--- src/fillq_pkg.sv ---
package fillq_pkg;

    // Address split
    localparam int ADDR_BITS   = 32;
    localparam int LINE_BITS   = 64;
    localparam int OFFSET_BITS = 3;
    localparam int INDEX_BITS  = 4;
    localparam int TAG_BITS    = ADDR_BITS - INDEX_BITS - OFFSET_BITS;
    localparam int NUM_SETS    = 1 << INDEX_BITS;

    // Fill queue and pipeline sizing
    localparam int FLQ_ENTRIES = 4;
    localparam int FLQ_ID_BITS = 2;
    localparam int PIPE_DEPTH  = 6;

    typedef logic [FLQ_ID_BITS-1:0] t_flq_id;

    // Offset bits of a line address are don't-care
    typedef logic [ADDR_BITS-1:0] t_paddr;

    typedef logic [LINE_BITS-1:0] t_line;

    // Captured when an entry is allocated
    typedef struct packed {
        t_paddr paddr;
    } t_flq_static;

    // Line request to memory
    typedef struct packed {
        t_paddr  addr;
        t_flq_id id;
    } t_mem_req;

    // Line response, routed back by id
    typedef struct packed {
        logic    valid;
        t_flq_id id;
        t_line   data;
    } t_mem_rsp;

    // Packet carried through mm0..mm5
    typedef struct packed {
        t_flq_id id;
        t_paddr  addr;
        t_line   data;
    } t_pipe_req;

    // Outcome at mm5
    typedef struct packed {
        logic complete;
        logic recycle;
    } t_pipe_action;

endpackage
--- src/l1_fill_top.sv ---
module l1_fill_top (
    input  logic                clk,
    input  logic                reset,

    input  logic                miss_valid,
    input  fillq_pkg::t_paddr   miss_addr,
    output logic                fillq_full,

    output logic                mem_req,
    output fillq_pkg::t_mem_req mem_req_pkt,
    input  logic                mem_gnt,
    input  fillq_pkg::t_mem_rsp mem_rsp_pkt,

    input  logic                lookup_valid,
    input  fillq_pkg::t_paddr   lookup_addr,
    output logic                lookup_hit,
    output fillq_pkg::t_line    lookup_data,

    output logic                fill_done,
    output fillq_pkg::t_paddr   fill_addr
);
    import fillq_pkg::*;

    logic         pipe_req_mm0;
    t_pipe_req    pipe_req_pkt_mm0;
    logic         pipe_valid_mm5;
    t_pipe_req    pipe_req_pkt_mm5;
    t_pipe_action pipe_action_mm5;
    logic         wr_en;
    t_paddr       wr_addr;
    t_line        wr_data;

    fillq fillq_i (
        .clk              (clk),
        .reset            (reset),
        .miss_valid       (miss_valid),
        .miss_addr        (miss_addr),
        .fillq_full       (fillq_full),
        .mem_req          (mem_req),
        .mem_req_pkt      (mem_req_pkt),
        .mem_gnt          (mem_gnt),
        .mem_rsp_pkt      (mem_rsp_pkt),
        .pipe_req_mm0     (pipe_req_mm0),
        .pipe_req_pkt_mm0 (pipe_req_pkt_mm0),
        .pipe_valid_mm5   (pipe_valid_mm5),
        .pipe_req_pkt_mm5 (pipe_req_pkt_mm5),
        .pipe_action_mm5  (pipe_action_mm5)
    );

    fill_pipe fill_pipe_i (
        .clk              (clk),
        .reset            (reset),
        .pipe_req_mm0     (pipe_req_mm0),
        .pipe_req_pkt_mm0 (pipe_req_pkt_mm0),
        .lookup_valid     (lookup_valid),
        .pipe_valid_mm5   (pipe_valid_mm5),
        .pipe_req_pkt_mm5 (pipe_req_pkt_mm5),
        .pipe_action_mm5  (pipe_action_mm5),
        .wr_en            (wr_en),
        .wr_addr          (wr_addr),
        .wr_data          (wr_data),
        .fill_done        (fill_done),
        .fill_addr        (fill_addr)
    );

    l1_data_array l1_data_array_i (
        .clk          (clk),
        .reset        (reset),
        .wr_en        (wr_en),
        .wr_addr      (wr_addr),
        .wr_data      (wr_data),
        .lookup_valid (lookup_valid),
        .lookup_addr  (lookup_addr),
        .lookup_hit   (lookup_hit),
        .lookup_data  (lookup_data)
    );

endmodule

--- src/l1_data_array.sv ---
module l1_data_array (
    input  logic              clk,
    input  logic              reset,

    input  logic              wr_en,
    input  fillq_pkg::t_paddr wr_addr,
    input  fillq_pkg::t_line  wr_data,

    input  logic              lookup_valid,
    input  fillq_pkg::t_paddr lookup_addr,
    output logic              lookup_hit,
    output fillq_pkg::t_line  lookup_data
);
    import fillq_pkg::*;

    typedef struct packed {
        logic [TAG_BITS-1:0] tag;
        t_line               line;
    } t_array_set;

    logic [NUM_SETS-1:0]   set_valid;
    t_array_set            sets [NUM_SETS];
    logic [INDEX_BITS-1:0] wr_index;
    logic [TAG_BITS-1:0]   wr_tag;
    logic [INDEX_BITS-1:0] lu_index;
    logic [TAG_BITS-1:0]   lu_tag;
    t_array_set            lu_set;

    assign wr_index = wr_addr[OFFSET_BITS +: INDEX_BITS];
    assign wr_tag   = wr_addr[ADDR_BITS-1 -: TAG_BITS];
    assign lu_index = lookup_addr[OFFSET_BITS +: INDEX_BITS];
    assign lu_tag   = lookup_addr[ADDR_BITS-1 -: TAG_BITS];
    assign lu_set   = sets[lu_index];

    always_ff @(posedge clk) begin
        if (reset) begin
            set_valid <= '0;
        end else if (wr_en) begin
            set_valid[wr_index] <= 1'b1;
        end
    end

    // A fill replaces whatever the set held
    always_ff @(posedge clk) begin
        if (wr_en) begin
            sets[wr_index].tag  <= wr_tag;
            sets[wr_index].line <= wr_data;
        end
    end

    // Hit drops back to 0 on any cycle without a lookup
    always_ff @(posedge clk) begin
        if (reset) begin
            lookup_hit <= 1'b0;
        end else begin
            lookup_hit <= lookup_valid && set_valid[lu_index] && (lu_set.tag == lu_tag);
        end
    end

    always_ff @(posedge clk) begin
        if (lookup_valid) begin
            lookup_data <= lu_set.line;
        end
    end

    // Single port, fills yield to lookups upstream
    a_port_conflict: assert property (
        @(posedge clk) disable iff (reset) !(wr_en && lookup_valid)
    );

endmodule

--- src/fill_pipe.sv ---
module fill_pipe (
    input  logic                    clk,
    input  logic                    reset,

    input  logic                    pipe_req_mm0,
    input  fillq_pkg::t_pipe_req    pipe_req_pkt_mm0,

    input  logic                    lookup_valid,

    output logic                    pipe_valid_mm5,
    output fillq_pkg::t_pipe_req    pipe_req_pkt_mm5,
    output fillq_pkg::t_pipe_action pipe_action_mm5,

    output logic                    wr_en,
    output fillq_pkg::t_paddr       wr_addr,
    output fillq_pkg::t_line        wr_data,

    output logic                    fill_done,
    output fillq_pkg::t_paddr       fill_addr
);
    import fillq_pkg::*;

    // Index 0 is mm0, index PIPE_DEPTH-1 is mm5
    logic [PIPE_DEPTH-1:0] valid_q;
    t_pipe_req             pkt_q [PIPE_DEPTH];
    logic                  complete_mm5;

    always_ff @(posedge clk) begin
        if (reset) begin
            valid_q <= '0;
        end else begin
            valid_q <= {valid_q[PIPE_DEPTH-2:0], pipe_req_mm0};
        end
    end

    always_ff @(posedge clk) begin
        pkt_q[0] <= pipe_req_pkt_mm0;
        for (int i = 1; i < PIPE_DEPTH; i++) begin
            pkt_q[i] <= pkt_q[i-1];
        end
    end

    assign pipe_valid_mm5   = valid_q[PIPE_DEPTH-1];
    assign pipe_req_pkt_mm5 = pkt_q[PIPE_DEPTH-1];

    // Lookup owns the array port this cycle
    assign complete_mm5             = pipe_valid_mm5 && !lookup_valid;
    assign pipe_action_mm5.complete = complete_mm5;
    assign pipe_action_mm5.recycle  = pipe_valid_mm5 && lookup_valid;

    assign wr_en   = complete_mm5;
    assign wr_addr = pipe_req_pkt_mm5.addr;
    assign wr_data = pipe_req_pkt_mm5.data;

    assign fill_done = complete_mm5;
    assign fill_addr = pipe_req_pkt_mm5.addr;

    a_action_exclusive: assert property (
        @(posedge clk) disable iff (reset)
        !(pipe_action_mm5.complete && pipe_action_mm5.recycle) &&
        ((pipe_action_mm5.complete || pipe_action_mm5.recycle) == pipe_valid_mm5)
    );

endmodule

--- src/fillq.sv ---
module fillq (
    input  logic                    clk,
    input  logic                    reset,

    input  logic                    miss_valid,
    input  fillq_pkg::t_paddr       miss_addr,
    output logic                    fillq_full,

    output logic                    mem_req,
    output fillq_pkg::t_mem_req     mem_req_pkt,
    input  logic                    mem_gnt,
    input  fillq_pkg::t_mem_rsp     mem_rsp_pkt,

    output logic                    pipe_req_mm0,
    output fillq_pkg::t_pipe_req    pipe_req_pkt_mm0,

    input  logic                    pipe_valid_mm5,
    input  fillq_pkg::t_pipe_req    pipe_req_pkt_mm5,
    input  fillq_pkg::t_pipe_action pipe_action_mm5
);
    import fillq_pkg::*;

    logic [FLQ_ENTRIES-1:0] e_valid;
    logic [FLQ_ENTRIES-1:0] e_alloc;
    logic [FLQ_ENTRIES-1:0] e_mem_req;
    logic [FLQ_ENTRIES-1:0] e_mem_gnt;
    logic [FLQ_ENTRIES-1:0] e_pipe_req;
    logic [FLQ_ENTRIES-1:0] e_pipe_gnt;
    t_mem_req               e_mem_req_pkt [FLQ_ENTRIES];
    t_pipe_req              e_pipe_req_pkt [FLQ_ENTRIES];

    t_flq_static alloc_static;
    t_flq_id     alloc_id;
    logic        alloc_found;

    t_flq_id mem_ptr;
    t_flq_id mem_sel;
    t_flq_id mem_hold_id;
    logic    mem_hold;
    t_flq_id pipe_ptr;
    t_flq_id pipe_sel;

    // First requester at or after ptr, wrapping
    function automatic t_flq_id rr_pick(logic [FLQ_ENTRIES-1:0] req, t_flq_id ptr);
        t_flq_id idx;
        t_flq_id pick;
        pick = ptr;
        for (int i = FLQ_ENTRIES - 1; i >= 0; i--) begin
            idx = ptr + t_flq_id'(i);
            if (req[idx]) begin
                pick = idx;
            end
        end
        return pick;
    endfunction

    // Lowest free entry
    always_comb begin
        alloc_found = 1'b0;
        alloc_id    = '0;
        for (int i = 0; i < FLQ_ENTRIES; i++) begin
            if (!e_valid[i] && !alloc_found) begin
                alloc_found = 1'b1;
                alloc_id    = t_flq_id'(i);
            end
        end
    end

    assign alloc_static.paddr = miss_addr;
    assign fillq_full         = &e_valid;

    // Pick stays locked while a memory request waits for its grant
    assign mem_sel     = mem_hold ? mem_hold_id : rr_pick(e_mem_req, mem_ptr);
    assign mem_req     = |e_mem_req;
    assign mem_req_pkt = e_mem_req_pkt[mem_sel];

    // Pipeline never stalls, so any request is granted
    assign pipe_sel         = rr_pick(e_pipe_req, pipe_ptr);
    assign pipe_req_mm0     = |e_pipe_req;
    assign pipe_req_pkt_mm0 = e_pipe_req_pkt[pipe_sel];

    always_ff @(posedge clk) begin
        if (reset) begin
            mem_hold <= 1'b0;
            mem_ptr  <= '0;
            pipe_ptr <= '0;
        end else begin
            mem_hold <= mem_req && !mem_gnt;
            if (mem_req && mem_gnt) begin
                mem_ptr <= mem_sel + 1'b1;
            end
            if (pipe_req_mm0) begin
                pipe_ptr <= pipe_sel + 1'b1;
            end
        end
    end

    always_ff @(posedge clk) begin
        mem_hold_id <= mem_sel;
    end

    for (genvar g = 0; g < FLQ_ENTRIES; g++) begin : g_entry
        assign e_alloc[g]    = miss_valid && alloc_found && (alloc_id == t_flq_id'(g));
        assign e_mem_gnt[g]  = mem_gnt && mem_req && (mem_sel == t_flq_id'(g));
        assign e_pipe_gnt[g] = pipe_req_mm0 && (pipe_sel == t_flq_id'(g));

        fillq_entry entry_i (
            .clk                (clk),
            .reset              (reset),
            .id                 (t_flq_id'(g)),
            .e_valid            (e_valid[g]),
            .e_mem_req          (e_mem_req[g]),
            .e_mem_req_pkt      (e_mem_req_pkt[g]),
            .e_mem_gnt          (e_mem_gnt[g]),
            .q_mem_rsp_pkt      (mem_rsp_pkt),
            .e_alloc            (e_alloc[g]),
            .q_alloc_static     (alloc_static),
            .e_pipe_req_mm0     (e_pipe_req[g]),
            .e_pipe_req_pkt_mm0 (e_pipe_req_pkt[g]),
            .e_pipe_gnt_mm0     (e_pipe_gnt[g]),
            .pipe_valid_mm5     (pipe_valid_mm5),
            .pipe_req_pkt_mm5   (pipe_req_pkt_mm5),
            .pipe_action_mm5    (pipe_action_mm5)
        );
    end

    a_miss_when_full: assert property (
        @(posedge clk) disable iff (reset) miss_valid |-> !fillq_full
    );

    a_gnt_onehot: assert property (
        @(posedge clk) disable iff (reset)
        $onehot0(e_mem_gnt) && $onehot0(e_pipe_gnt) &&
        ((e_mem_gnt & ~e_mem_req) == '0) && ((e_pipe_gnt & ~e_pipe_req) == '0)
    );

    // Request and packet hold until granted
    a_mem_req_stable: assert property (
        @(posedge clk) disable iff (reset)
        mem_req && !mem_gnt |=> mem_req && $stable(mem_req_pkt)
    );

endmodule

--- src/fillq_entry.sv ---
module fillq_entry (
    input  logic                    clk,
    input  logic                    reset,
    input  fillq_pkg::t_flq_id      id,

    output logic                    e_valid,

    output logic                    e_mem_req,
    output fillq_pkg::t_mem_req     e_mem_req_pkt,
    input  logic                    e_mem_gnt,
    input  fillq_pkg::t_mem_rsp     q_mem_rsp_pkt,

    input  logic                    e_alloc,
    input  fillq_pkg::t_flq_static  q_alloc_static,

    output logic                    e_pipe_req_mm0,
    output fillq_pkg::t_pipe_req    e_pipe_req_pkt_mm0,
    input  logic                    e_pipe_gnt_mm0,

    input  logic                    pipe_valid_mm5,
    input  fillq_pkg::t_pipe_req    pipe_req_pkt_mm5,
    input  fillq_pkg::t_pipe_action pipe_action_mm5
);
    import fillq_pkg::*;

    typedef enum logic [2:0] {
        FLQ_IDLE,
        FLQ_PENDING,
        FLQ_REQ_MEM,
        FLQ_PDG_MEM,
        FLQ_REQ_PIPE,
        FLQ_PDG_PIPE,
        FLQ_WAIT
    } t_flq_fsm;

    t_flq_fsm    fsm;
    t_flq_fsm    fsm_nxt;
    t_flq_static e_static;
    t_line       e_line;
    logic        e_mem_rsp_valid;
    logic        e_action_valid_mm5;
    logic        e_complete_mm5;
    logic        e_recycle_mm5;

    assign e_mem_rsp_valid    = q_mem_rsp_pkt.valid && (q_mem_rsp_pkt.id == id);
    assign e_action_valid_mm5 = pipe_valid_mm5 && (pipe_req_pkt_mm5.id == id);
    assign e_complete_mm5     = e_action_valid_mm5 && pipe_action_mm5.complete;
    assign e_recycle_mm5      = e_action_valid_mm5 && pipe_action_mm5.recycle;

    always_comb begin
        fsm_nxt = fsm;
        unique case (fsm)
            FLQ_IDLE:     if (e_alloc) fsm_nxt = FLQ_PENDING;
            FLQ_PENDING:  fsm_nxt = FLQ_REQ_MEM;
            FLQ_REQ_MEM:  if (e_mem_gnt) fsm_nxt = FLQ_PDG_MEM;
            FLQ_PDG_MEM:  if (e_mem_rsp_valid) fsm_nxt = FLQ_REQ_PIPE;
            FLQ_REQ_PIPE: if (e_pipe_gnt_mm0) fsm_nxt = FLQ_PDG_PIPE;
            FLQ_PDG_PIPE: begin
                if (e_complete_mm5) begin
                    fsm_nxt = FLQ_IDLE;
                end else if (e_recycle_mm5) begin
                    fsm_nxt = FLQ_WAIT;
                end
            end
            FLQ_WAIT:     fsm_nxt = FLQ_REQ_PIPE;
            default:      fsm_nxt = FLQ_IDLE;
        endcase
    end

    always_ff @(posedge clk) begin
        if (reset) begin
            fsm <= FLQ_IDLE;
        end else begin
            fsm <= fsm_nxt;
        end
    end

    // Address at allocation, line on our response
    always_ff @(posedge clk) begin
        if (e_alloc) begin
            e_static <= q_alloc_static;
        end
        if (e_mem_rsp_valid) begin
            e_line <= q_mem_rsp_pkt.data;
        end
    end

    assign e_valid        = (fsm != FLQ_IDLE);
    assign e_mem_req      = (fsm == FLQ_REQ_MEM);
    assign e_pipe_req_mm0 = (fsm == FLQ_REQ_PIPE);

    always_comb begin
        e_mem_req_pkt.addr = e_static.paddr;
        e_mem_req_pkt.id   = id;
    end

    always_comb begin
        e_pipe_req_pkt_mm0.id   = id;
        e_pipe_req_pkt_mm0.addr = e_static.paddr;
        e_pipe_req_pkt_mm0.data = e_line;
    end

    a_alloc_when_valid: assert property (
        @(posedge clk) disable iff (reset) e_alloc |-> !e_valid
    );

    // memory answers only what this entry asked for
    a_rsp_when_pending: assert property (
        @(posedge clk) disable iff (reset) e_mem_rsp_valid |-> (fsm == FLQ_PDG_MEM)
    );

endmodule

--- config.mk ---
export PLATFORM = sky130hd
export DESIGN_NAME = l1_fill_top
export DESIGN_NICKNAME = d
export VERILOG_FILES = /design/src/fillq_pkg.sv /design/src/l1_fill_top.sv /design/src/l1_data_array.sv /design/src/fill_pipe.sv /design/src/fillq.sv /design/src/fillq_entry.sv
export SDC_FILE = /design/constraint.sdc
export NUM_CORES = 2
export LEC_CHECK = 0
export BUFFER_PORTS_ARGS = -buffer_cell sky130_fd_sc_hd__buf_2
export CORE_MARGIN = 2
export CORE_UTILIZATION = 45
export CTS_CLUSTER_DIAMETER = 60
export DETAILED_ROUTE_END_ITERATION = 10
export PLACE_DENSITY_LB_ADDON = 0.2
export SYNTH_ARGS = -nofsm -noshare
export SYNTH_HDL_FRONTEND = slang
export SYNTH_SLANG_ARGS = --single-unit
--- constraint.sdc ---
create_clock -name clk -period 9.4 [get_ports clk]
set_clock_uncertainty 0.1 [all_clocks]
set_input_delay 0 -clock clk [delete_from_list [all_inputs] [get_ports clk]]
set_output_delay 0 -clock clk [all_outputs]
set_load 0.1 [all_outputs]
==> Word level (Yosys, flattened, before mapping) <==
Memory sizes are Yosys's and may differ from the RTL's.
Cells that the tools add are included.
Widths: inputs -> output; s select.
{ "word_totals": {"word_cells": 244, "register_bits": 490, "n_memories": 2, "inputBits": 136, "mem_bits_rw": 2012} }
{ "mem_list": {"columns": ["memory", "depth", "width", "rd", "rd_ports_with_merged_regs", "wr", "line_no", "text"], "rows": [
  ["l1_data_array_i.sets", 16, 89, 1, 0, 1, "l1_data_array.sv:22", "t_array_set sets [NUM_SETS];"],
  ["fill_pipe_i.pkt_q", 6, 98, 6, 0, 6, "fill_pipe.sv:25", "t_pipe_req pkt_q [PIPE_DEPTH];"]
]} }
{ "op_classes": {"order_cmp": 13, "n_bitwise": 3, "n_eq_ne": 60, "reduce_logical": 66, "mux": 72, "n_addsub": 8} }
{ "ops": {"columns": ["operator", "n"], "rows": [
  ["$bmux 98 s2", 1],
  ["$mux 98", 2],
  ["$pmux 3 s7", 4],
  ["$mux 3", 24],
  ["$bmux 34 s2", 1],
  ["$mux 34", 2],
  ["$logic_and 1x1->1", 39],
  ["$eq 3x3->1 const B", 12],
  ["$eq 25x25->1", 1],
  ["$eq 3x2->1 const B", 8],
  ["$lt 2x3->1 const B", 8],
  ["$mux 2", 11],
  ["$eq 2x2->1 const B", 10],
  ["$reduce_and 5->1", 4],
  ["$mux 1", 17],
  ["$bmux 1 s2", 8],
  ["$ne 2x1->1 const B", 8],
  ["$ne 2x2->1 const B", 8],
  ["$or 16x16->16", 1],
  ["$eq 3x1->1 const B", 4],
  ["$logic_not 3->1", 4],
  ["$ne 3x3->1 const B", 4],
  ["$reduce_bool 3->1", 4],
  ["$eq 2x1->1 const B", 5],
  ["12 further kinds", 32]
]} }

==> Depth between registers and ports, before layout <==
{ "logic_depth": {"depth_word": 14, "depth_mapped": 12, "ltp_nobuf": 8} }

==> Modules after synthesis <==
Synthesis repeated with hierarchy kept, for this count alone.
{ "unflattened": {"hier_cells": 4336, "area_unflattened_um2": 89751.1} }
{ "by_module_without_submodules": {"columns": ["mod", "instances", "area_each_um2", "cells_each"], "rows": [
  ["l1_data_array", 1, 56859.5, 2252],
  ["fillq_entry", 4, 3487.1, 175],
  ["fill_pipe", 1, 12921.1, 732],
  ["fillq", 1, 6022.0, 652]
]} }

==> Worst setup path after synthesis <==
No wires, ideal clock.
{ "synth_path": {"path_kind": "register to register", "from": "register fill_pipe_i.valid_q[5]", "to": "memory l1_data_array_i.sets[3][0] (netlist bit) (enable)", "arrival_time_ns": 7.514, "t_required_ns": 8.652, "synth_period_minus_slack_ns": 8.262, "setup_time_ns": 0.648, "path_buffers": 0, "slack_ns": 1.138, "stages_incl_launch_ff": 5, "path_cell_list": "dfxtp_1 -> nand2_1 -> inv_1 -> nand3_1 -> nor3_1"} }
{ "synth_via": {"elab_chain_cells": 3} }
{ "synth_rtl": {"columns": ["item", "line_no", "text"], "rows": [
  ["start: declaration", "fill_pipe.sv:24", "logic [PIPE_DEPTH-1:0] valid_q;"],
  ["start signal: assignment", "fill_pipe.sv:32", "valid_q <= {valid_q[PIPE_DEPTH-2:0], pipe_req_mm0};"],
  ["$logic_and 1x1->1", "fill_pipe.sv:47", "assign complete_mm5 = pipe_valid_mm5 && !lookup_valid;"],
  ["via fill_done", "l1_fill_top.sv:19", "output logic fill_done,"],
  ["$mux 1", "l1_data_array.sv:45", "if (wr_en) begin"],
  ["$mux 1 (implied by the code)", "l1_data_array.sv:47", "sets[wr_index].line <= wr_data;"],
  ["end: declaration", "l1_data_array.sv:22", null]
]} }
The timed path passes the listed nets, and every way through them passes these cells.

==> Worst setup path in the final report <==
{ "layout_path": {"from": "input lookup_addr[5]", "to": "register l1_data_array_i.lookup_hit"} }
{ "layout_via": {"elab_chain_cells": 4, "elab_cells_between_ends": 6, "cone_classes": "1 x eq/ne; 2 x mux; 2 x reduce/logical; 1 x memory"} }
{ "layout_rtl": {"columns": ["item", "line_no", "text"], "rows": [
  ["start: declaration", "l1_fill_top.sv:15", "input fillq_pkg::t_paddr lookup_addr,"],
  ["branches (longest 3 deep; another with $mem_v2 16x89)", null, null],
  ["$logic_and 1x1->1 *", "l1_data_array.sv:56", "lookup_hit <= lookup_valid && set_valid[lu_index] && (lu_set.tag == lu_tag);"],
  ["end signal: assignment", "l1_data_array.sv:56", null],
  ["end: declaration", "l1_data_array.sv:11", "output logic lookup_hit,"]
]} }
Mark *: on every way between the ends. The select of a mux whose other input is x is not followed.
A chain may end at the register's enable or synchronous reset.

==> flow_summary.ini <==
[final_layout]
multiInputGateArea_mm2 = 0.01523
ff_latch_area_mm2 = 0.06883
utilization = 0.5327
num-nets-final = 4590
nFillCells = 14467
syn2layout_area_growth_pct = 17.69
post_route_cells_drive_above_1_share = 0.2700
post-route-cell-area_mm2 = 0.1000

[sta]
final_hold_viol_count = 0
final_min_period_over_clock_period = 0.4784
worst_slew_pin_slew_ns = 1.092
final_max_slew_viol_count = 0
fmaxAchievable_ghz = 0.2224
maxSlewHeadroom = 0.2718
rsz0062_at_grt = false
period_minus_slack_ns = 4.497
setup_viol = 0
fin_tns_setup_ns = 0

[critical_path]
criticalPathCategory = in -> reg
cpMostUsedCell = dlygate4sd3_1
worst_setup_path_end_kind = register
cp_slowest_stage_delay_ns = 0.75
crit_path_max_fanout = 68
startpoint = lookup_addr[5]
critical_path_required_ns = 10.12
critical_path.reg2reg.startpoint = fillq_i.g_entry[0].entry_i.fsm[2]
critical_path.startpoint_type = primary input
critical_path_arrival_ns = 5.22
crit_path_top_delay_cell = buf_4
path_cells = dlygate4sd3_1 -> clkbuf_8 -> buf_4 -> inv_1 -> mux2i_1 -> xnor2_1 -> nor4_1 -> a31oi_1 -> dlygate4sd3_1 -> nor4_1 -> dlygate4sd3_1

[global_routing]
antenna_violations_before_repair = 13
grt_start_max_net_pins = 122
grt_pass1_wl_um = 271500
grt.overflow.total = 0
first_global_vias = 39948
global_route.usage.total = 0.1951

[yosys]
mappedNetlistNets = 3977
postSynthAreaPerCell_um2 = 22.13
netlist-cell-type-count = 64
synth_sequential_area_ratio = 0.8097
synth_area_mm2 = 0.08501
synth_async_sr_flop_share = 0
synth-warning-count = 0
synth_edf_count = 1872
synth_flop_cell = edfxtp_1
number_of_flip_flops_and_latches_in_the_synthesized_netlist = 2502
syn-instance-count = 3841

[routing]
initialDrtViolationCount = 3218
drt.antenna.violating_nets = 0
detailedRoute.firstPassIterationCount = 8
detail_route.wl_per_cell_um = 26.17
drt-vias-per-instance = 5.383
met2_wirelength_um = 94080
met3WireLength_um = 10950
detailroute.via_count = 38519
routed.top_layer = met5
m1WireLength_um = 77820
remaining_drc_errors = 14
detail_route.wirelength_um = 187300

[floorplanning]
die_height_um = 438.6
boundaryPins = 270
core_area_mm2 = 0.1878
floorplan.initialDensity = 0.4526
chipWidth_um = 438.6
die_area_mm2 = 0.1924
rows = 159

[clocking]
insertion_delay_ns = 0.92
cts_setup_buffers = 0
tritoncts_num_sinks = 2502
cts_tree = built
clock_slew_at_reported_path_ffs_ns = 0.06
cts_root_buf = clkbuf_16
ctsLongestPathBuffers = 4
tritoncts.num_buffers = 275
cts.htree.levels = 5

[status]
failed_checks = DRC
run_status = finished with violations

[worst_hold_path]
min-delay-start = mem_gnt
min_path_type = in -> reg

[run]
max_cap_viol_count = 0

[power_and_ir_drop]
static-leakage-power_nw = 33.61
power-per-cell-area_mw_per_mm2 = 276.4
power.ir.vdd_worst_mv = 0.5143

[placed_design]
place_congestion = 0.7934
half_perimeter_wire_length_of_the_detailed_placement_result_um = 92210
dpl-instance-area_mm2 = 0.08928
place.port_buffers = 266
## worst paths after layout
path                                  endpoint  slack, ns  cells after the start
max                 l1_data_array_i.lookup_hit       4.90                     11
min reg2reg           fill_pipe_i.pkt_q[3][84]       0.19                      0
min          fillq_i.g_entry[3].entry_i.fsm[0]        0.1                      6
max reg2reg           fill_pipe_i.pkt_q[0][29]       5.61                      5
## final cells by class
type	instances	area share
antenna	6	0.0001501
clock buffer	388	0.07811
clock inverter	90	0.007929
inverter	25	0.001013
multi-input combinational	1117	0.1523
sequential	2502	0.6880
tap	2495	0.03120
timing repair buffer	533	0.04134
## placed cells by master, fill, tap and decap left out, drive strengths merged, types with 41 or more instances in the layout
| cell type | count |
|---|---|
| nor2 | 66 |
| mux2i | 64 |
| edfxtp | 1872 |
| clkbuf | 389 |
| nand2 | 160 |
| a31oi | 41 |
| clkinv | 65 |
| dlygate4sd3 | 212 |
| mux4 | 508 |
| buf | 320 |
| dfxtp | 630 |
## worst max-delay path, delay by kind of cell
family                 cells  cell delay [ns]
buffers and inverters      6             3.73
AND/OR/NAND/NOR            2             0.70
multiplexers               1             0.43
AO/OA/AOI/OAI              1             0.15
XOR/XNOR                   1             0.12
## synthesized netlist by cell type, types with 4 or more instances
cell type,instances,area share
xor2_1,9,0.00093
nand2b_1,9,0.00066
xnor2_1,15,0.0015
nor3_1,16,0.00094
o21ai_0,25,0.0015
o21ba_2,4,0.00047
a21oi_1,29,0.0017
edfxtp_1,1872,0.66
nor3b_1,9,0.00079
or3_1,6,0.00044
o221ai_1,5,0.00052
a31oi_1,41,0.0030
nor4_1,7,0.00052
buf_2,69,0.0041
or3b_2,4,0.00041
a211oi_1,7,0.00062
buf_4,45,0.0040
mux2i_1,64,0.0075
mux4_2,508,0.13
and3_1,36,0.0026
inv_1,24,0.0011
o22ai_1,7,0.00052
o21a_1,4,0.00035
nor2b_1,11,0.00081
a22oi_1,10,0.00088
nand3_1,12,0.00071
nor2_1,66,0.0029
clkbuf_1,71,0.0031
nand2_1,160,0.0071
dfxtp_1,630,0.15
buf_1,10,0.00044
## metrics by stage
step                power (mW)  hold slack [ns]  instances  setup WS [ns]
floorplan                16.65         -0.02385       3841          1.138
global placement         17.62           0.1075       6459          5.301
detailed placement       17.68           0.1146       6459          5.317
CTS                      27.96          0.01574       7150          4.914
global route             28.66          0.09166       7151          4.721
finish                   27.65          0.09664       7156          4.903
## flip-flops by register name (all words and copies together) (netlist names)
signal / count
fillq_i.g_entry.entry_i.e_line: 256
fillq_i.mem_ptr: 2
l1_data_array_i.sets: 1424
fill_pipe_i.pkt_q: 588
fillq_i.g_entry.entry_i.e_static: 128
fillq_i.mem_hold: 1
fillq_i.mem_hold_id: 2
fillq_i.pipe_ptr: 2
l1_data_array_i.set_valid: 16
l1_data_array_i.lookup_data: 64
fillq_i.g_entry.entry_i.fsm: 12
l1_data_array_i.lookup_hit: 1
fill_pipe_i.valid_q: 6
## report_power, final
part | switching (mW) | internal (mW)
sequential | 0.660 | 13.1
clock | 4.09 | 6.09
combinational | 2.84 | 0.886
total | 7.59 | 20.1
## cells by family (layout without fill, tap and decap cells)
family	count (synthesis)	after routing	share of synthesized area
muxes	572	572	0.1421
xor gates and xnor gates	24	24	0.002473
other	0	6	0
AOI/OAI and AO/OA	167	167	0.01320
DFF	2502	2502	0.8097
and+or+nand+nor	354	354	0.01955
buffers and inverters	222	1036	0.01298
## per-layer routing
metal | vias to the layer above | GRT usage
met1 | 20317 | 0.2579
met4 | 8 | 0.05565
met2 | 1110 | 0.3276
met5 | - | 0
met3 | 317 | 0.04134
li1 | 16767 | -
## repair_timing
item                                   4_1_cts  5_1_grt
setup endpoints to repair                    0        0
endpoints found under the hold margin      730        0
hold buffers                               213        0
resized for setup                            0        0
Power figures use the tool's default switching activity.
